<file path="src/mcu_ctrl_config.svh">
/*
  bank count and interrupt vector bit positions
*/

`ifndef MCU_CTRL_CONFIG_SVH
`define MCU_CTRL_CONFIG_SVH

// retentive memory banks under power control
`define MCU_NUM_BANKS 2

// machine software interrupt
`define MCU_IRQ_SW_BIT 3

// machine timer interrupt, fed by timer 0
`define MCU_IRQ_TIMER_BIT 7

// machine external interrupt
`define MCU_IRQ_EXT_BIT 11

// first of the sixteen fast interrupt lines
`define MCU_IRQ_FAST_BASE 16

`endif

</file>
<file path="src/mcu_irq_pkg.sv">
/*
  interrupt vector, fast line and timer types
*/

package mcu_irq_pkg;

  // full core interrupt vector
  typedef logic [31:0] irq_vec_t;

  // fast sources and their sticky pending bits
  typedef logic [15:0] fast_irq_t;

  // timer 0 is the machine timer, 1 to 3 go to fast lines
  typedef logic [3:0] timer_irq_t;

endpackage

</file>
<file path="src/mcu_pwr_pkg.sv">
/*
  power-control struct, sequencer states, bank vector type
*/

`include "mcu_ctrl_config.svh"

package mcu_pwr_pkg;

  // all controls are active low, all high means domain fully on
  typedef struct packed {
    logic clkgate_en_n;
    logic isogate_en_n;
    logic rst_n;
    logic pwrgate_en_n;
    logic retentive_en_n;
  } pwr_ctrl_t;

  typedef enum logic [3:0] {
    ON,
    CLK_OFF,
    ISO_ON,
    RST_ON,
    SWITCH_OFF,
    OFF,
    SWITCH_ON,
    RST_OFF,
    ISO_OFF
  } pwr_state_e;

  typedef logic [`MCU_NUM_BANKS-1:0] bank_vec_t;

endpackage

</file>
<file path="src/irq_vector_map.sv">
/*
  core interrupt vector assembly, sticky fast pending bits
*/

`timescale 1ns/100ps

`include "mcu_ctrl_config.svh"

module irq_vector_map (
  input  logic                   clk_i,
  input  logic                   arst_n_i,
  input  logic                   irq_software_i,
  input  logic                   irq_external_i,
  input  logic                   timer0_intr_i,
  input  mcu_irq_pkg::fast_irq_t fast_src_i,
  input  mcu_irq_pkg::fast_irq_t fast_clr_i,
  output mcu_irq_pkg::irq_vec_t  irq_o,
  output mcu_irq_pkg::fast_irq_t irq_pending_o
);

  localparam int FAST_W = $bits(mcu_irq_pkg::fast_irq_t);

  mcu_irq_pkg::fast_irq_t pend_d;
  mcu_irq_pkg::fast_irq_t pend_q;
  mcu_irq_pkg::irq_vec_t  irq_d;
  mcu_irq_pkg::irq_vec_t  irq_q;

  // set wins over clear when both land in one cycle
  assign pend_d = (pend_q & ~fast_clr_i) | fast_src_i;

  always_comb begin
    irq_d                                  = '0;
    irq_d[`MCU_IRQ_SW_BIT]                 = irq_software_i;
    irq_d[`MCU_IRQ_TIMER_BIT]              = timer0_intr_i;
    irq_d[`MCU_IRQ_EXT_BIT]                = irq_external_i;
    irq_d[`MCU_IRQ_FAST_BASE +: FAST_W]    = pend_d;
  end

  always_ff @(posedge clk_i or negedge arst_n_i) begin
    if (!arst_n_i) begin
      pend_q <= '0;
    end else begin
      pend_q <= pend_d;
    end
  end

  // vector register, fast bits follow pending in the same edge
  always_ff @(posedge clk_i or negedge arst_n_i) begin
    if (!arst_n_i) begin
      irq_q <= '0;
    end else begin
      irq_q <= irq_d;
    end
  end

  assign irq_o         = irq_q;
  assign irq_pending_o = pend_q;

endmodule

</file>
<file path="src/mcu_ctrl_top.sv">
/*
  MCU control top: interrupt vector map, power manager, CPU reset merge
*/

`timescale 1ns/100ps

`include "mcu_ctrl_config.svh"

module mcu_ctrl_top (
  input  logic                                        clk_i,
  input  logic                                        arst_n_i,
  input  logic                                        irq_software_i,
  input  logic                                        irq_external_i,
  input  mcu_irq_pkg::timer_irq_t                     timer_intr_i,
  input  mcu_irq_pkg::fast_irq_t                      fast_src_i,
  input  mcu_irq_pkg::fast_irq_t                      fast_clr_i,
  input  logic                                        core_sleep_i,
  input  logic                                        cpu_gate_en_i,
  input  logic                                        periph_off_i,
  input  mcu_pwr_pkg::bank_vec_t                      bank_off_i,
  input  logic                                        cpu_ack_ni,
  input  logic                                        periph_ack_ni,
  input  logic                                        debug_rst_ni,
  output mcu_irq_pkg::irq_vec_t                       irq_o,
  output mcu_irq_pkg::fast_irq_t                      irq_pending_o,
  output mcu_pwr_pkg::pwr_ctrl_t                      cpu_ctrl_o,
  output mcu_pwr_pkg::pwr_ctrl_t                      periph_ctrl_o,
  output mcu_pwr_pkg::pwr_ctrl_t [`MCU_NUM_BANKS-1:0] bank_ctrl_o,
  output logic                                        cpu_on_o,
  output logic                                        periph_on_o,
  output mcu_pwr_pkg::bank_vec_t                      bank_on_o,
  output logic                                        cpu_rst_no
);

  mcu_irq_pkg::fast_irq_t fast_merged;

  // timers 1 to 3 share fast lines 0 to 2 with the external fast sources
  assign fast_merged = fast_src_i | mcu_irq_pkg::fast_irq_t'(timer_intr_i[3:1]);

  irq_vector_map irq_map_i (
    .clk_i,
    .arst_n_i,
    .irq_software_i,
    .irq_external_i,
    .timer0_intr_i(timer_intr_i[0]),
    .fast_src_i   (fast_merged),
    .fast_clr_i,
    .irq_o,
    .irq_pending_o
  );

  power_manager power_manager_i (
    .clk_i,
    .arst_n_i,
    .irq_i(irq_o),
    .core_sleep_i,
    .cpu_gate_en_i,
    .periph_off_i,
    .bank_off_i,
    .cpu_ack_ni,
    .periph_ack_ni,
    .cpu_ctrl_o,
    .periph_ctrl_o,
    .bank_ctrl_o,
    .cpu_on_o,
    .periph_on_o,
    .bank_on_o
  );

  // debug non-debug-mode reset also holds the core in reset
  assign cpu_rst_no = cpu_ctrl_o.rst_n && debug_rst_ni;

endmodule

</file>
<file path="src/power_domain_ctrl.sv">
/*
  power sequencer for one domain: clock, isolation, reset, switch
  or retention on the way down, reverse order on the way up
*/

`timescale 1ns/100ps

module power_domain_ctrl #(
  parameter int RETENTIVE = 0
) (
  input  logic                   clk_i,
  input  logic                   arst_n_i,
  input  logic                   off_req_i,
  input  logic                   ack_ni,
  output mcu_pwr_pkg::pwr_ctrl_t ctrl_o,
  output logic                   on_o
);

  localparam bit IS_RET = (RETENTIVE != 0);

  mcu_pwr_pkg::pwr_state_e state_d;
  mcu_pwr_pkg::pwr_state_e state_q;
  mcu_pwr_pkg::pwr_ctrl_t  ctrl_d;
  mcu_pwr_pkg::pwr_ctrl_t  ctrl_q;

  logic clk_gated;
  logic iso_active;
  logic rst_active;
  logic sw_active;

  // retention needs no switch handshake
  logic sw_down_done;
  logic sw_up_done;

  assign sw_down_done = IS_RET || !ack_ni;
  assign sw_up_done   = IS_RET || ack_ni;

  always_comb begin
    state_d = state_q;
    case (state_q)
      mcu_pwr_pkg::ON: begin
        if (off_req_i) begin
          state_d = mcu_pwr_pkg::CLK_OFF;
        end
      end
      mcu_pwr_pkg::CLK_OFF:  state_d = mcu_pwr_pkg::ISO_ON;
      mcu_pwr_pkg::ISO_ON:   state_d = mcu_pwr_pkg::RST_ON;
      mcu_pwr_pkg::RST_ON:   state_d = mcu_pwr_pkg::SWITCH_OFF;
      mcu_pwr_pkg::SWITCH_OFF: begin
        if (sw_down_done) begin
          state_d = mcu_pwr_pkg::OFF;
        end
      end
      mcu_pwr_pkg::OFF: begin
        if (!off_req_i) begin
          state_d = mcu_pwr_pkg::SWITCH_ON;
        end
      end
      mcu_pwr_pkg::SWITCH_ON: begin
        if (sw_up_done) begin
          state_d = mcu_pwr_pkg::RST_OFF;
        end
      end
      mcu_pwr_pkg::RST_OFF:  state_d = mcu_pwr_pkg::ISO_OFF;
      mcu_pwr_pkg::ISO_OFF:  state_d = mcu_pwr_pkg::ON;
      default:               state_d = mcu_pwr_pkg::ON;
    endcase
  end

  // which controls are asserted in the next state
  assign clk_gated  = (state_d != mcu_pwr_pkg::ON);
  assign iso_active = state_d inside {mcu_pwr_pkg::ISO_ON, mcu_pwr_pkg::RST_ON,
                                      mcu_pwr_pkg::SWITCH_OFF, mcu_pwr_pkg::OFF,
                                      mcu_pwr_pkg::SWITCH_ON, mcu_pwr_pkg::RST_OFF};
  assign rst_active = state_d inside {mcu_pwr_pkg::RST_ON, mcu_pwr_pkg::SWITCH_OFF,
                                      mcu_pwr_pkg::OFF, mcu_pwr_pkg::SWITCH_ON};
  assign sw_active  = state_d inside {mcu_pwr_pkg::SWITCH_OFF, mcu_pwr_pkg::OFF};

  always_comb begin
    ctrl_d.clkgate_en_n   = !clk_gated;
    ctrl_d.isogate_en_n   = !iso_active;
    ctrl_d.rst_n          = !rst_active;
    ctrl_d.pwrgate_en_n   = !(sw_active && !IS_RET);
    ctrl_d.retentive_en_n = !(sw_active && IS_RET);
  end

  always_ff @(posedge clk_i or negedge arst_n_i) begin
    if (!arst_n_i) begin
      state_q <= mcu_pwr_pkg::ON;
      ctrl_q  <= '1;
    end else begin
      state_q <= state_d;
      ctrl_q  <= ctrl_d;
    end
  end

  assign ctrl_o = ctrl_q;
  assign on_o   = (state_q == mcu_pwr_pkg::ON);

endmodule

</file>
<file path="src/power_manager.sv">
/*
  always-on power manager: CPU, peripheral and memory bank sequencers
*/

`timescale 1ns/100ps

`include "mcu_ctrl_config.svh"

module power_manager (
  input  logic                                        clk_i,
  input  logic                                        arst_n_i,
  input  mcu_irq_pkg::irq_vec_t                       irq_i,
  input  logic                                        core_sleep_i,
  input  logic                                        cpu_gate_en_i,
  input  logic                                        periph_off_i,
  input  mcu_pwr_pkg::bank_vec_t                      bank_off_i,
  input  logic                                        cpu_ack_ni,
  input  logic                                        periph_ack_ni,
  output mcu_pwr_pkg::pwr_ctrl_t                      cpu_ctrl_o,
  output mcu_pwr_pkg::pwr_ctrl_t                      periph_ctrl_o,
  output mcu_pwr_pkg::pwr_ctrl_t [`MCU_NUM_BANKS-1:0] bank_ctrl_o,
  output logic                                        cpu_on_o,
  output logic                                        periph_on_o,
  output mcu_pwr_pkg::bank_vec_t                      bank_on_o
);

  logic cpu_wake;
  logic cpu_sleep_req;
  logic cpu_off_req;

  assign cpu_wake      = |irq_i;
  assign cpu_sleep_req = core_sleep_i && cpu_gate_en_i && !cpu_wake;

  // once off, only an interrupt brings the core back
  assign cpu_off_req = cpu_on_o ? cpu_sleep_req : !cpu_wake;

  power_domain_ctrl #(
    .RETENTIVE(0)
  ) cpu_domain_i (
    .clk_i,
    .arst_n_i,
    .off_req_i(cpu_off_req),
    .ack_ni   (cpu_ack_ni),
    .ctrl_o   (cpu_ctrl_o),
    .on_o     (cpu_on_o)
  );

  power_domain_ctrl #(
    .RETENTIVE(0)
  ) periph_domain_i (
    .clk_i,
    .arst_n_i,
    .off_req_i(periph_off_i),
    .ack_ni   (periph_ack_ni),
    .ctrl_o   (periph_ctrl_o),
    .on_o     (periph_on_o)
  );

  // banks keep contents, no switch acknowledge
  for (genvar b = 0; b < `MCU_NUM_BANKS; b++) begin : gen_bank
    power_domain_ctrl #(
      .RETENTIVE(1)
    ) bank_domain_i (
      .clk_i,
      .arst_n_i,
      .off_req_i(bank_off_i[b]),
      .ack_ni   (1'b0),
      .ctrl_o   (bank_ctrl_o[b]),
      .on_o     (bank_on_o[b])
    );
  end

endmodule

</file>
<file path="config.mk">
export PLATFORM = sky130hd
export DESIGN_NAME = mcu_ctrl_top
export DESIGN_NICKNAME = d
export VERILOG_FILES = /design/src/mcu_irq_pkg.sv /design/src/mcu_pwr_pkg.sv /design/src/irq_vector_map.sv /design/src/mcu_ctrl_top.sv /design/src/power_domain_ctrl.sv /design/src/power_manager.sv
export VERILOG_INCLUDE_DIRS = /design/src
export SDC_FILE = /design/constraint.sdc
export NUM_CORES = 1
export LEC_CHECK = 0
export BUFFER_PORTS_ARGS = -buffer_cell sky130_fd_sc_hd__buf_2
export CAP_MARGIN = 20
export CORE_ASPECT_RATIO = 1.2
export CORE_UTILIZATION = 30
export CTS_BUF_LIST = sky130_fd_sc_hd__clkbuf_4 sky130_fd_sc_hd__clkbuf_8 sky130_fd_sc_hd__clkbuf_16
export CTS_CLUSTER_DIAMETER = 50
export DETAILED_ROUTE_END_ITERATION = 10
export HOLD_SLACK_MARGIN = 0.03
export PLACE_DENSITY = 0.53
export RECOVER_POWER = 25
export SYNTH_ARGS = -nofsm -noshare
export SYNTH_HDL_FRONTEND = slang
export SYNTH_SLANG_ARGS = --single-unit
</file>
<file path="constraint.sdc">
create_clock -name clk_i -period 1.4 [get_ports clk_i]
set_input_delay 0 -clock clk_i [delete_from_list [all_inputs] [get_ports clk_i]]
set_output_delay 0 -clock clk_i [all_outputs]
set_load 0.03 [all_outputs]
</file>
# ---- After elaboration in Yosys (flattened, before gate mapping)
# Cells that the tools add are included.
dict set report word_totals {
  regBits 67
  output_inout_bits 73
}
dict set report classes {
  eq_ne 52
  n_mux 17
  n_bitwise 4
  reduce_logical 41
}
# cell n
set ops {}
lappend ops {{4-bit by 3-bit equality test with 1-bit output, second input constant} 32}
lappend ops {{4-bit one-hot mux with 8 select lines} 4}
lappend ops {{4-bit by 2-bit equality test with 1-bit output, second input constant} 16}
lappend ops {{4-bit two-way mux} 12}
lappend ops {{4-bit nonzero test} 8}
lappend ops {{6-bit nonzero test} 4}
lappend ops {{19-bit OR reduction} 1}
lappend ops {{1-bit zero test} 17}
lappend ops {{16-bit bitwise AND} 1}
lappend ops {{4-bit by 1-bit equality test with 1-bit output, second input constant} 4}
lappend ops {{4-bit zero test} 4}
lappend ops {{16-bit inverter} 1}
lappend ops {{16-bit OR} 1}
lappend ops {{16-bit by 3-bit OR with 16-bit output} 1}
lappend ops {{2-bit nonzero test} 4}
lappend ops {{1-bit logical AND} 3}
lappend ops {{1-bit two-way mux} 1}

# ---- Logic depth before layout (Yosys ltp)
# Gate-level depths: netlist of run 1.
dict set report depth {
  depth_word 9
  depth_mapped 5
  ltp_nobuf 4
}

# ---- Modules after synthesis
# From an unflattened synthesis of run 1, not the netlist that was laid out.
dict set report unflattened {
  cells_unflattened 249
  area_unflattened_um2 2583.7
}
# mod n_inst cells_per_inst area_each_um2
set modules_own_cells {}
lappend modules_own_cells {irq_vector_map 1 81 877.1}
lappend modules_own_cells {{power_domain_ctrl at power_manager_i.cpu_domain_i ...} 2 41 420.4}
lappend modules_own_cells {{power_domain_ctrl at power_manager_i.gen_bank[0].bank_domain_i ...} 2 34 374.1}
lappend modules_own_cells {power_manager 1 14 92.6}
lappend modules_own_cells {mcu_ctrl_top 1 4 25.0}

# ---- Least setup slack after synthesis of run 1
# OpenSTA, ideal clock, no wires.
dict set report synth_timing {
  kind {flip-flop to output port}
  start {register power_manager_i.cpu_domain_i.state_q[2]}
  end {output cpu_on_o}
  t_arrival_ps 1530
  required_time_ps 1400
  slack_ps -130
  stages_incl_launch_ff 3
  n_path_buf 1
  path_cell_list {dfrtp_1 > clkbuf_8 > nor4_1}
}
dict set report synth_via {
  elab_chain_len 1
}
# item line
set synth_rtl {}
lappend synth_rtl {{start, declared} power_domain_ctrl.sv:22} ;# mcu_pwr_pkg::pwr_state_e state_q;
lappend synth_rtl {{start signal, assigned} power_domain_ctrl.sv:89} ;# state_q <= mcu_pwr_pkg::ON;
lappend synth_rtl {{start signal, assigned} power_domain_ctrl.sv:92} ;# state_q <= state_d;
lappend synth_rtl {{4-bit zero test} power_domain_ctrl.sv:98} ;# assign on_o = (state_q == mcu_pwr_pkg::ON);
lappend synth_rtl {{end, declared} mcu_ctrl_top.sv:29} ;# output logic cpu_on_o,
# No other way between the ends.

==> metrics, run 1 <==
clk_lat worst skew=0.30 ns; synthesized flop and latch total=51; Hold Fails Final Rpt=0; Longest Clk Path Bufs=2; sequence of cells on the critical path=nor4_2 -> nand4_1 -> nor4_4 -> a311oi_1; GR Overflow Total=0; Routed WL=5260 um; Filler cells=741; CP required=1.57 ns; VDD IR max=0.878 mV; Clock transition at path regs=0.09 ns; CP Data Arrival Time=1.58 ns; startpoint type of the worst setup path=flop; routability cong.=0.789; Avg WL per Cell=11.0 um; ANT nets after route=0; P_leak=1.73 nW; Total GRT Usage=0.125; PortBufs=103; largest net degree at the start of global routing=52; max_slew headroom=0.538; setup violators final=1; Min-Delay Path Class=in2reg; Final nets=432; CTS tree=yes; Area contributors post-synth=dfrtp_1, dfstp_2, buf_4; fin crit share=1.00; Unique masters post-synth=40; Setup TNS=-0.00151 ns; Final Util=0.455; register area share after synthesis=0.528; slowest cell on the critical path=dfrtp_1; Worst setup EP type=flop; Most used DFF post-synth=dfrtp_1; Post-DP HPWL=3620 um; number of CTS-inserted buffers=5; outcome=complete, but fails checks; die width=84.6 um; Post-synth EDFFs=0; DIE HEIGHT=101 um; Synth top area share=0.357; Setup CP Type=reg2reg; Pwr Density=1640 nW/um^2; pre-CTS setup slack=-0.126 ns; DR vias=2,064; Core ar.=7790 um^2; CP max stage delay=0.39 ns; First-pass DRT Iterations=9; cell area after synthesis=2450 um^2; fraction of registers with async set/reset=1.00; Syn Area/Cell=10.2 um^2; cells after synthesis=240; Synth area leader=dfrtp_1; share of layout cells above drive strength 1=0.421; Vias/cell=4.33; Max Fclk=714 MHz; Initial DRC Count=53; H-tree levels=2; Die Footprint=8550 um^2; antenna violations before repair=0; setup ws final=-0.00151 ns; Initial Utilization=0.315; synth warn=0; CTS Root Cell=clkbuf_8; setup repair after global routing missed its margin=true; max-cap violations=0; max-slew violation count=0; Worst Tran Pin Value=0.693 ns; failing checks=DRC, setup timing; Clock Sinks=51; clk_skew=0.00697 ns; n_diodes=0; vias in the first global route=1,924; row count=35; I/O pin cnt=121; Tmin final=1.40 ns; synthesis-to-finish area growth=44.5%; CP Max Fanout=4; first-pass GRT wire length=8450 um; DRC Markers=6
[layout make-up]
| class | instances | area, um^2 | share of cell area |
|---|---|---|---|
| flip-flops and latches | 51 | 1300 | 0.367 |
| repair buffers | 168 | 1120 | 0.316 |
| multi-input cells | 137 | 813 | 0.229 |
| well taps | 92 | 115 | 0.0325 |
| clock buffers | 6 | 82.6 | 0.0233 |
| inverters | 21 | 78.8 | 0.0222 |
| clock inverters | 2 | 35.0 | 0.00988 |
[kinds of logic after synthesis]
family	synth area share
buf+inv	0.172
simple gates	0.157
compound gates	0.111
xor+xnor	0.0250
other cells	0.00306
flops	0.528
mux	0.00408
[Yosys cell counts (2+ instances only)]
cell / instances
o41ai_1: 2
nand2_1: 14
or2_2: 2
nor4_1: 6
nor2_1: 21
a21oi_1: 8
nand2b_1: 9
buf_4: 36
dfrtp_1: 35
clkbuf_8: 3
nand3b_1: 3
a2bb2oi_1: 2
o21ai_0: 10
inv_1: 21
a21o_1: 12
xor2_1: 4
a21o_2: 2
clkbuf_2: 2
nor3_1: 3
xnor2_1: 3
dfstp_2: 16
clkbuf_1: 3
buf_2: 2
nor3b_1: 3
conb_1: 2
nor2b_1: 2
[critical path, delay by kind of cell, from the launching register on]
kind               cells  cell delay (ns)
AOI/OAI and AO/OA      1             0.13
DFF                    1             0.39
and+or+nand+nor        3             0.75
[sequential cells by signal, summed over array words and instances (netlist names)]
register	cells
irq_map_i.irq_pending_o	15
power_manager_i.cpu_domain_i.state_q	4
power_manager_i.periph_domain_i.ctrl_o	4
power_manager_i.cpu_domain_i.ctrl_o	4
power_manager_i.gen_bank.bank_domain_i.ctrl_o	8
power_manager_i.periph_domain_i.state_q	4
irq_map_i.irq_o	4
power_manager_i.gen_bank.bank_domain_i.state_q	8
[timing repair]
action	4_1_cts	5_1_grt
pin swaps	1	1
setup buffers	4	0
hold buffers	44	1
resized for setup	6	3
endpoints found under the setup margin	6	8
endpoints found under the hold margin	77	1
[metrics by stage]
stage / hold WS, ns / instance area (um^2) / total power [W] / cells
after floorplan: -0.296 / 2520 / 0.00415 / 255
after detailed placement: 0.0147 / 2950 / 0.00462 / 421
after global placement: 0.0139 / 2950 / 0.00458 / 421
after global routing: 0.255 / 3550 / 0.00622 / 477
final: 0.241 / 3550 / 0.00583 / 477
after CTS: 0.225 / 3550 / 0.00589 / 477
[final timing paths]
check	to	slack (ns)	from	cells past startpoint
worst max-delay path	power_manager_i.cpu_domain_i.state_q[1]	-0.002	irq_map_i.irq_pending_o[3]	4
worst min-delay path	power_manager_i.cpu_domain_i.state_q[0]	0.24	core_sleep_i	5
worst max register to register	power_manager_i.cpu_domain_i.state_q[1]	-0.002	irq_map_i.irq_pending_o[3]	4
worst min register to register	flop	0.54	flop	1
max in group asynchronous	power_manager_i.periph_domain_i.state_q[0]	0.50	arst_n_i	3
min in group asynchronous	asynchronous set/reset pin	0.39	arst_n_i	3
[cells in the final DEF (no fill, tap or decap), types with 2 or more instances in the layout]
master	count
a21oi_1	8
a21o_2	2
a21o_1	12
nor2_1	20
nor3b_1	3
dlygate4sd3_1	44
nor3_1	3
dfrtp_1	31
nor2b_1	2
buf_4	23
inv_1	21
buf_2	100
nand2_1	14
dfstp_2	16
xnor2_1	3
o21ai_0	10
nand3b_1	3
or2_2	2
nand2b_1	9
clkbuf_8	6
nor4_2	3
conb_1	17
o41ai_1	2
nor4_1	4
dfrtp_2	4
xor2_1	4
a2bb2oi_1	2
[routing by layer]
layer	track usage	wire length, um	up-vias
li1	-	-	1017
met1	0.136	2070	968
met2	0.238	2800	70
met3	0.0229	266	9
met4	0.0522	115	0
met5	0	0	-
[where the power goes]
part,internal [W],switching (W),total [W]
registers,0.00202,0.000332,0.00235
logic,0.000973,0.00147,0.00244
clock network,0.000578,0.000462,0.00104
total,0.00357,0.00226,0.00583
Note: power is estimated with default switching activity, not from simulation.
==> inputs of run 2 (changes only) <==
Settings changed: SYNTH_HIERARCHICAL from default to 1.
==> run 2 against run 1 <==
  * The run ends with hold timing, setup timing left
  * Synthesized area grew 5.1%
  * Worst setup slack lost 0.32 ns
  * Fmax shrank 18%
  * Routed wire length grew 22%
  * Critical path type unchanged
  * Global-route usage grew 1.5 points
  * Cell area grew 9.2%
  * Die area grew 5.0%
  * Via count grew 7.4%
  * Worst hold slack lost 0.26 ns
  * Register-to-register slack lost 0.32 ns
  * Core utilization grew 1.5 points
==> metrics, run 2 <==
max_slew headroom=0.538; VDD IR max=0.897 mV; DR vias=2,216; Vias/cell=4.27; clk_lat worst skew=0.30 ns; failing checks=hold timing, setup timing; synthesis-to-finish area growth=50.1%; cell area after synthesis=2580 um^2; vias in the first global route=2,202; first-pass GRT wire length=9960 um; DIE HEIGHT=104 um; CP Max Fanout=2; Pwr Density=1700 nW/um^2; DRC Markers=0; outcome=complete, but fails checks; share of layout cells above drive strength 1=0.496; Min-Delay Path Class=in2reg; Worst Tran Pin Value=0.692 ns; max-cap violations=0; row count=36; CTS tree=yes; I/O pin cnt=121; Initial DRC Count=46; PortBufs=103; CP Data Arrival Time=1.94 ns; Hold Fails Final Rpt=1; Die Footprint=8980 um^2; fin crit share=1.23; Filler cells=799; Syn Area/Cell=10.4 um^2; cells after synthesis=248; H-tree levels=2; depth of the worst hold-timing path=3; commonest non-fill, non-tap cell in the layout=buf_2; routability cong.=0.809; largest net degree at the start of global routing=52; Setup CP Type=reg2reg; Avg WL per Cell=12.3 um; n_diodes=0; Initial Utilization=0.313; setup ws final=-0.318 ns; antenna violations before repair=0; Tmin final=1.72 ns; CP required=1.62 ns; Worst setup EP type=flop; setup violators final=5; commonest non-fill, non-tap cells in the layout=buf_2, dlygate4sd3_1, buf_4; clk_skew=0.00866 ns; max-slew violation count=0; Worst Reg-to-Reg Cells=6; Clock Sinks=51; Post-DP HPWL=4110 um; P_leak=1.86 nW; Core ar.=8240 um^2; First-pass DRT Iterations=4; die width=86.7 um; Largest register FFs=15; Final nets=452; ANT nets after route=0; setup repair after global routing missed its margin=true; Total GRT Usage=0.140; synth warn=6; CTS Root Cell=clkbuf_8; Clock transition at path regs=0.09 ns; Setup TNS=-0.915 ns; Longest Clk Path Bufs=2; number of CTS-inserted buffers=5; final hold slack=-0.0205 ns; Routed WL=6410 um; GR Overflow Total=0; Max Fclk=582 MHz; startpoint type of the worst setup path=flop
[run 2: metal layers]
layer  share of wire  global-route usage  vias to the layer above
li1                -                   -                     1074
met1            0.40               0.157                     1062
met2            0.55               0.262                       72
met3           0.041              0.0239                        8
met4           0.016              0.0476                        0
met5               0                   0                        -
[run 2: cell type report]
type / count / area (um^2) / share of cell area
Clock buffer: 6 / 76.3 / 0.0197
Clock inverter: 2 / 12.5 / 0.00323
Inverter: 20 / 75.1 / 0.0194
Multi-Input combinational cell: 144 / 1000 / 0.259
Sequential cell: 51 / 1320 / 0.340
Tap cell: 114 / 143 / 0.0368
Timing Repair Buffer: 182 / 1250 / 0.322
[run 2: worst paths after layout]
kind                                                       startpoint                                   endpoint  slack [ns]
min in group asynchronous                                    arst_n_i    power_manager_i/cpu_domain_i/state_q[1]        0.38
min reg2reg                power_manager_i/periph_domain_i/state_q[1]  power_manager_i/periph_domain_i/ctrl_o[4]        0.54
max                                        irq_map_i/irq_pending_o[6]    power_manager_i/cpu_domain_i/state_q[0]       -0.32
max reg2reg                                irq_map_i/irq_pending_o[6]    power_manager_i/cpu_domain_i/state_q[0]       -0.32
min                                                     fast_clr_i[6]                 irq_map_i/irq_pending_o[6]       -0.02
max in group asynchronous                                    arst_n_i                 asynchronous set/reset pin        0.52
[run 2: report_power, final]
group          internal, W  leakage [nW]  switching [W]
logic              0.00143          1.26        0.00192
registers          0.00209         0.558       0.000273
clock network     0.000370        0.0446       0.000500
total              0.00389          1.86        0.00269
[run 2: worst max-delay path, cell delays in order, from the launching register on]
cell	delay (ns)
dfrtp_2	0.42
nor4_2	0.30
nand2_2	0.10
a2111oi_4	0.35
and4b_1	0.25
nor2b_1	0.06
a211oi_2	0.18
[run 2: repair_timing]
item | in CTS | in global routing
pin swaps | 5 | 4
hold endpoints to repair | 77 | 4
hold buffers | 43 | 5
gates cloned | 0 | 0
gates resized for setup | 18 | 13
setup endpoints to repair | 8 | 13
buffers inserted | 6 | 5
[run 2: stage by stage]
step	instances	power (W)	setup slack [ns]	area (um^2)	util
after floorplan	260	0.00474	-0.411	2660	-
after global placement	458	0.00524	-0.404	3180	0.386
after detailed placement	458	0.00528	-0.438	3180	0.386
after CTS	514	0.00651	-0.347	3790	0.460
after global routing	519	0.00702	-0.466	3870	0.470
final	519	0.00658	-0.318	3870	0.470
==> inputs of run 3 (changes only) <==
--- a/config.mk
+++ b/config.mk
@@ -8,3 +8,3 @@
 export LEC_CHECK = 0
-export BUFFER_PORTS_ARGS = -buffer_cell sky130_fd_sc_hd__buf_2
+export BUFFER_PORTS_ARGS = -buffer_cell sky130_fd_sc_hd__clkbuf_2
 export CAP_MARGIN = 20
@@ -15,3 +15,2 @@
 export DETAILED_ROUTE_END_ITERATION = 10
-export HOLD_SLACK_MARGIN = 0.03
 export PLACE_DENSITY = 0.53
==> constraint.sdc (replaced) <==
create_clock -name clk_i -period 1.4 [get_ports clk_i]
set_input_delay 0.21 -clock clk_i [delete_from_list [all_inputs] [get_ports clk_i]]
set_output_delay 0.21 -clock clk_i [all_outputs]
set_load 0.03 [all_outputs]
==> run 3 against run 2 <==
  * The run ends with setup timing left
  * Register-to-register slack worse by 0.04 ns
  * Core utilization is 4.4 points lower
  * Critical path type unchanged
  * Cell count is 6.6% lower
  * Critical path depth stayed put
  * Sequential share of layout area is 3.3 points higher
  * Fmax is 2.4% lower
  * Cell area is 9.5% lower
  * Sequential cell count stayed put
  * Critical endpoint unchanged
  * Combinational power is 6% higher
  * Non-clock buffer count is 34 lower
  * Largest cell class unchanged
  * Clock skew hardly changed
==> metrics, run 3 (synthesis gave the netlist of run 2 again) <==
outcome=complete, but fails checks; failing checks=setup timing; pre-CTS setup slack=-0.373 ns; ANT nets after route=0; M1 wire length=2410 um; PortBufs=103; share of power burned in registers=0.337; n_diodes=0; synthesis-to-finish area growth=35.9%; max_slew headroom=0.526; setup repair after global routing missed its margin=true; crit path from=irq_map_i/irq_pending_o[6]; Total Power=0.00675 W; Vias/cell=4.27; Min-Delay Path Class=in2reg; Total GRT Usage=0.127; H-tree levels=2; top sig layer=met4; Die Footprint=8980 um^2; startpoint type of the worst setup path=flop; first-pass GRT wire length=8870 um; sw frac=0.399; Internal=0.00405 W; Avg WL per Cell=11.7 um; DIE HEIGHT=104 um; Routed WL=5680 um; Initial DRC Count=50; vias in the first global route=1,941; CP Data Arrival Time=1.98 ns; P_leak=1.77 nW; Post-DP HPWL=4250 um; max-slew violation count=0; DR vias=2,071; CTS tree=yes; Final Util=0.425; First-pass DRT Iterations=4; die width=86.7 um; commonest non-fill, non-tap cells in the layout=clkbuf_2, buf_4, dfrtp_1; Worst setup EP type=flop; Core ar.=8240 um^2; RR Startpoint=irq_map_i/irq_pending_o[6]; Largest register FFs=15; Clk pwr share=0.139; Setup TNS=-1.66 ns; WL met2=2980 um; routed wl met3=230 um; CP Max Fanout=2; Tmin final=1.76 ns; final hold slack=0.0168 ns; row count=36; GR Overflow Total=0; DRC Markers=0; Gate power share=0.524; setup ws final=-0.361 ns; clk_skew=0.00877 ns; antenna violations before repair=0; I/O pin cnt=121; Max Fclk=568 MHz; commonest non-fill, non-tap cell in the layout=clkbuf_2; clk_lat worst skew=0.30 ns; Clock transition at path regs=0.09 ns; max-cap violations=0; number of CTS-inserted buffers=5; CP required=1.62 ns; setup violators final=8; VDD IR max=0.944 mV; net switching power=0.00269 W; largest net degree at the start of global routing=52; fin crit share=1.26; CTS Root Cell=clkbuf_8; Setup CP Type=reg2reg; routability cong.=0.816; Worst Tran Pin Value=0.711 ns; Final nets=418; Pwr Density=1920 nW/um^2; share of layout cells above drive strength 1=0.534; Clock Sinks=51; HP Start=irq_software_i; Hold Fails Final Rpt=0; Longest Clk Path Bufs=2; Initial Utilization=0.313
==> run 3: cell types whose count changed in the layout (fill, tap and decap cells not counted), moves of 7 or more <==
cell,change
buf_2,-98
dlygate4sd3_1,-40
buf_4,+7
dfrtp_1,+7
dfrtp_2,-7
clkbuf_2,+98
==> run 3: per-stage QoR <==
step | cell area, um^2 | instances
after CTS | 3470 | 481
after global placement | 3270 | 469
after global routing | 3510 | 485
after floorplan | 2660 | 260
after detailed placement | 3270 | 469
final | 3510 | 485
==> run 3: area by class of cell <==
| cell class | instances | area [um^2] |
|---|---|---|
| well taps | 114 | 143 |
| inverters | 20 | 75.1 |
| fillers | 842 | 4740 |
| clock inverters | 1 | 7.51 |
| clock buffers | 7 | 96.3 |
| repair buffers | 148 | 902 |
| flip-flops and latches | 51 | 1310 |
| multi-input cells | 144 | 976 |
==> run 3: power groups by stage <==
stage / Sequential (W) / Combinational [W] / Clock [W]
after floorplan: 0.00283 / 0.00193 / 0
after global placement: 0.00229 / 0.00322 / 0
after detailed placement: 0.00230 / 0.00323 / 0
after CTS: 0.00228 / 0.00345 / 0.000979
after global routing: 0.00234 / 0.00382 / 0.00104
final: 0.00228 / 0.00354 / 0.000935
==> run 3: final timing paths <==
kind | slack (ns) | depth (start not counted) | to
max in group asynchronous | 0.26 | 3 | irq_map_i/irq_pending_o[9]
min in group asynchronous | 0.59 | 3 | power_manager_i/cpu_domain_i/state_q[1]
setup reg to reg | -0.36 | 6 | power_manager_i/cpu_domain_i/state_q[0]
setup / recovery | -0.36 | 6 | power_manager_i/cpu_domain_i/state_q[0]
hold reg to reg | 0.55 | 2 | power_manager_i/periph_domain_i/ctrl_o[4]
hold / removal | 0.02 | 1 | irq_map_i/irq_o[3]
==> run 3: metal layers <==
layer	vias up	GRT usage
met5	-	0
met4	0	0.0393
met2	61	0.223
li1	1013	-
met3	5	0.0279
met1	992	0.153
==> run 3: timing repair <==
action                                  4_1_cts  5_1_grt
hold buffers                                  1        1
setup buffers                                 3        3
endpoints found under the setup margin        8        9
endpoints found under the hold margin        35        1
pin swaps                                     5        8
gates resized for setup                      13        8
==> run 3: worst max-delay path: stages (launching register included) <==
cell	delay (ns)
dfrtp_2	0.43
nor4_2	0.27
nand2_1	0.13
a2111oi_4	0.36
and4b_1	0.26
nor2b_1	0.06
a211oi_2	0.18
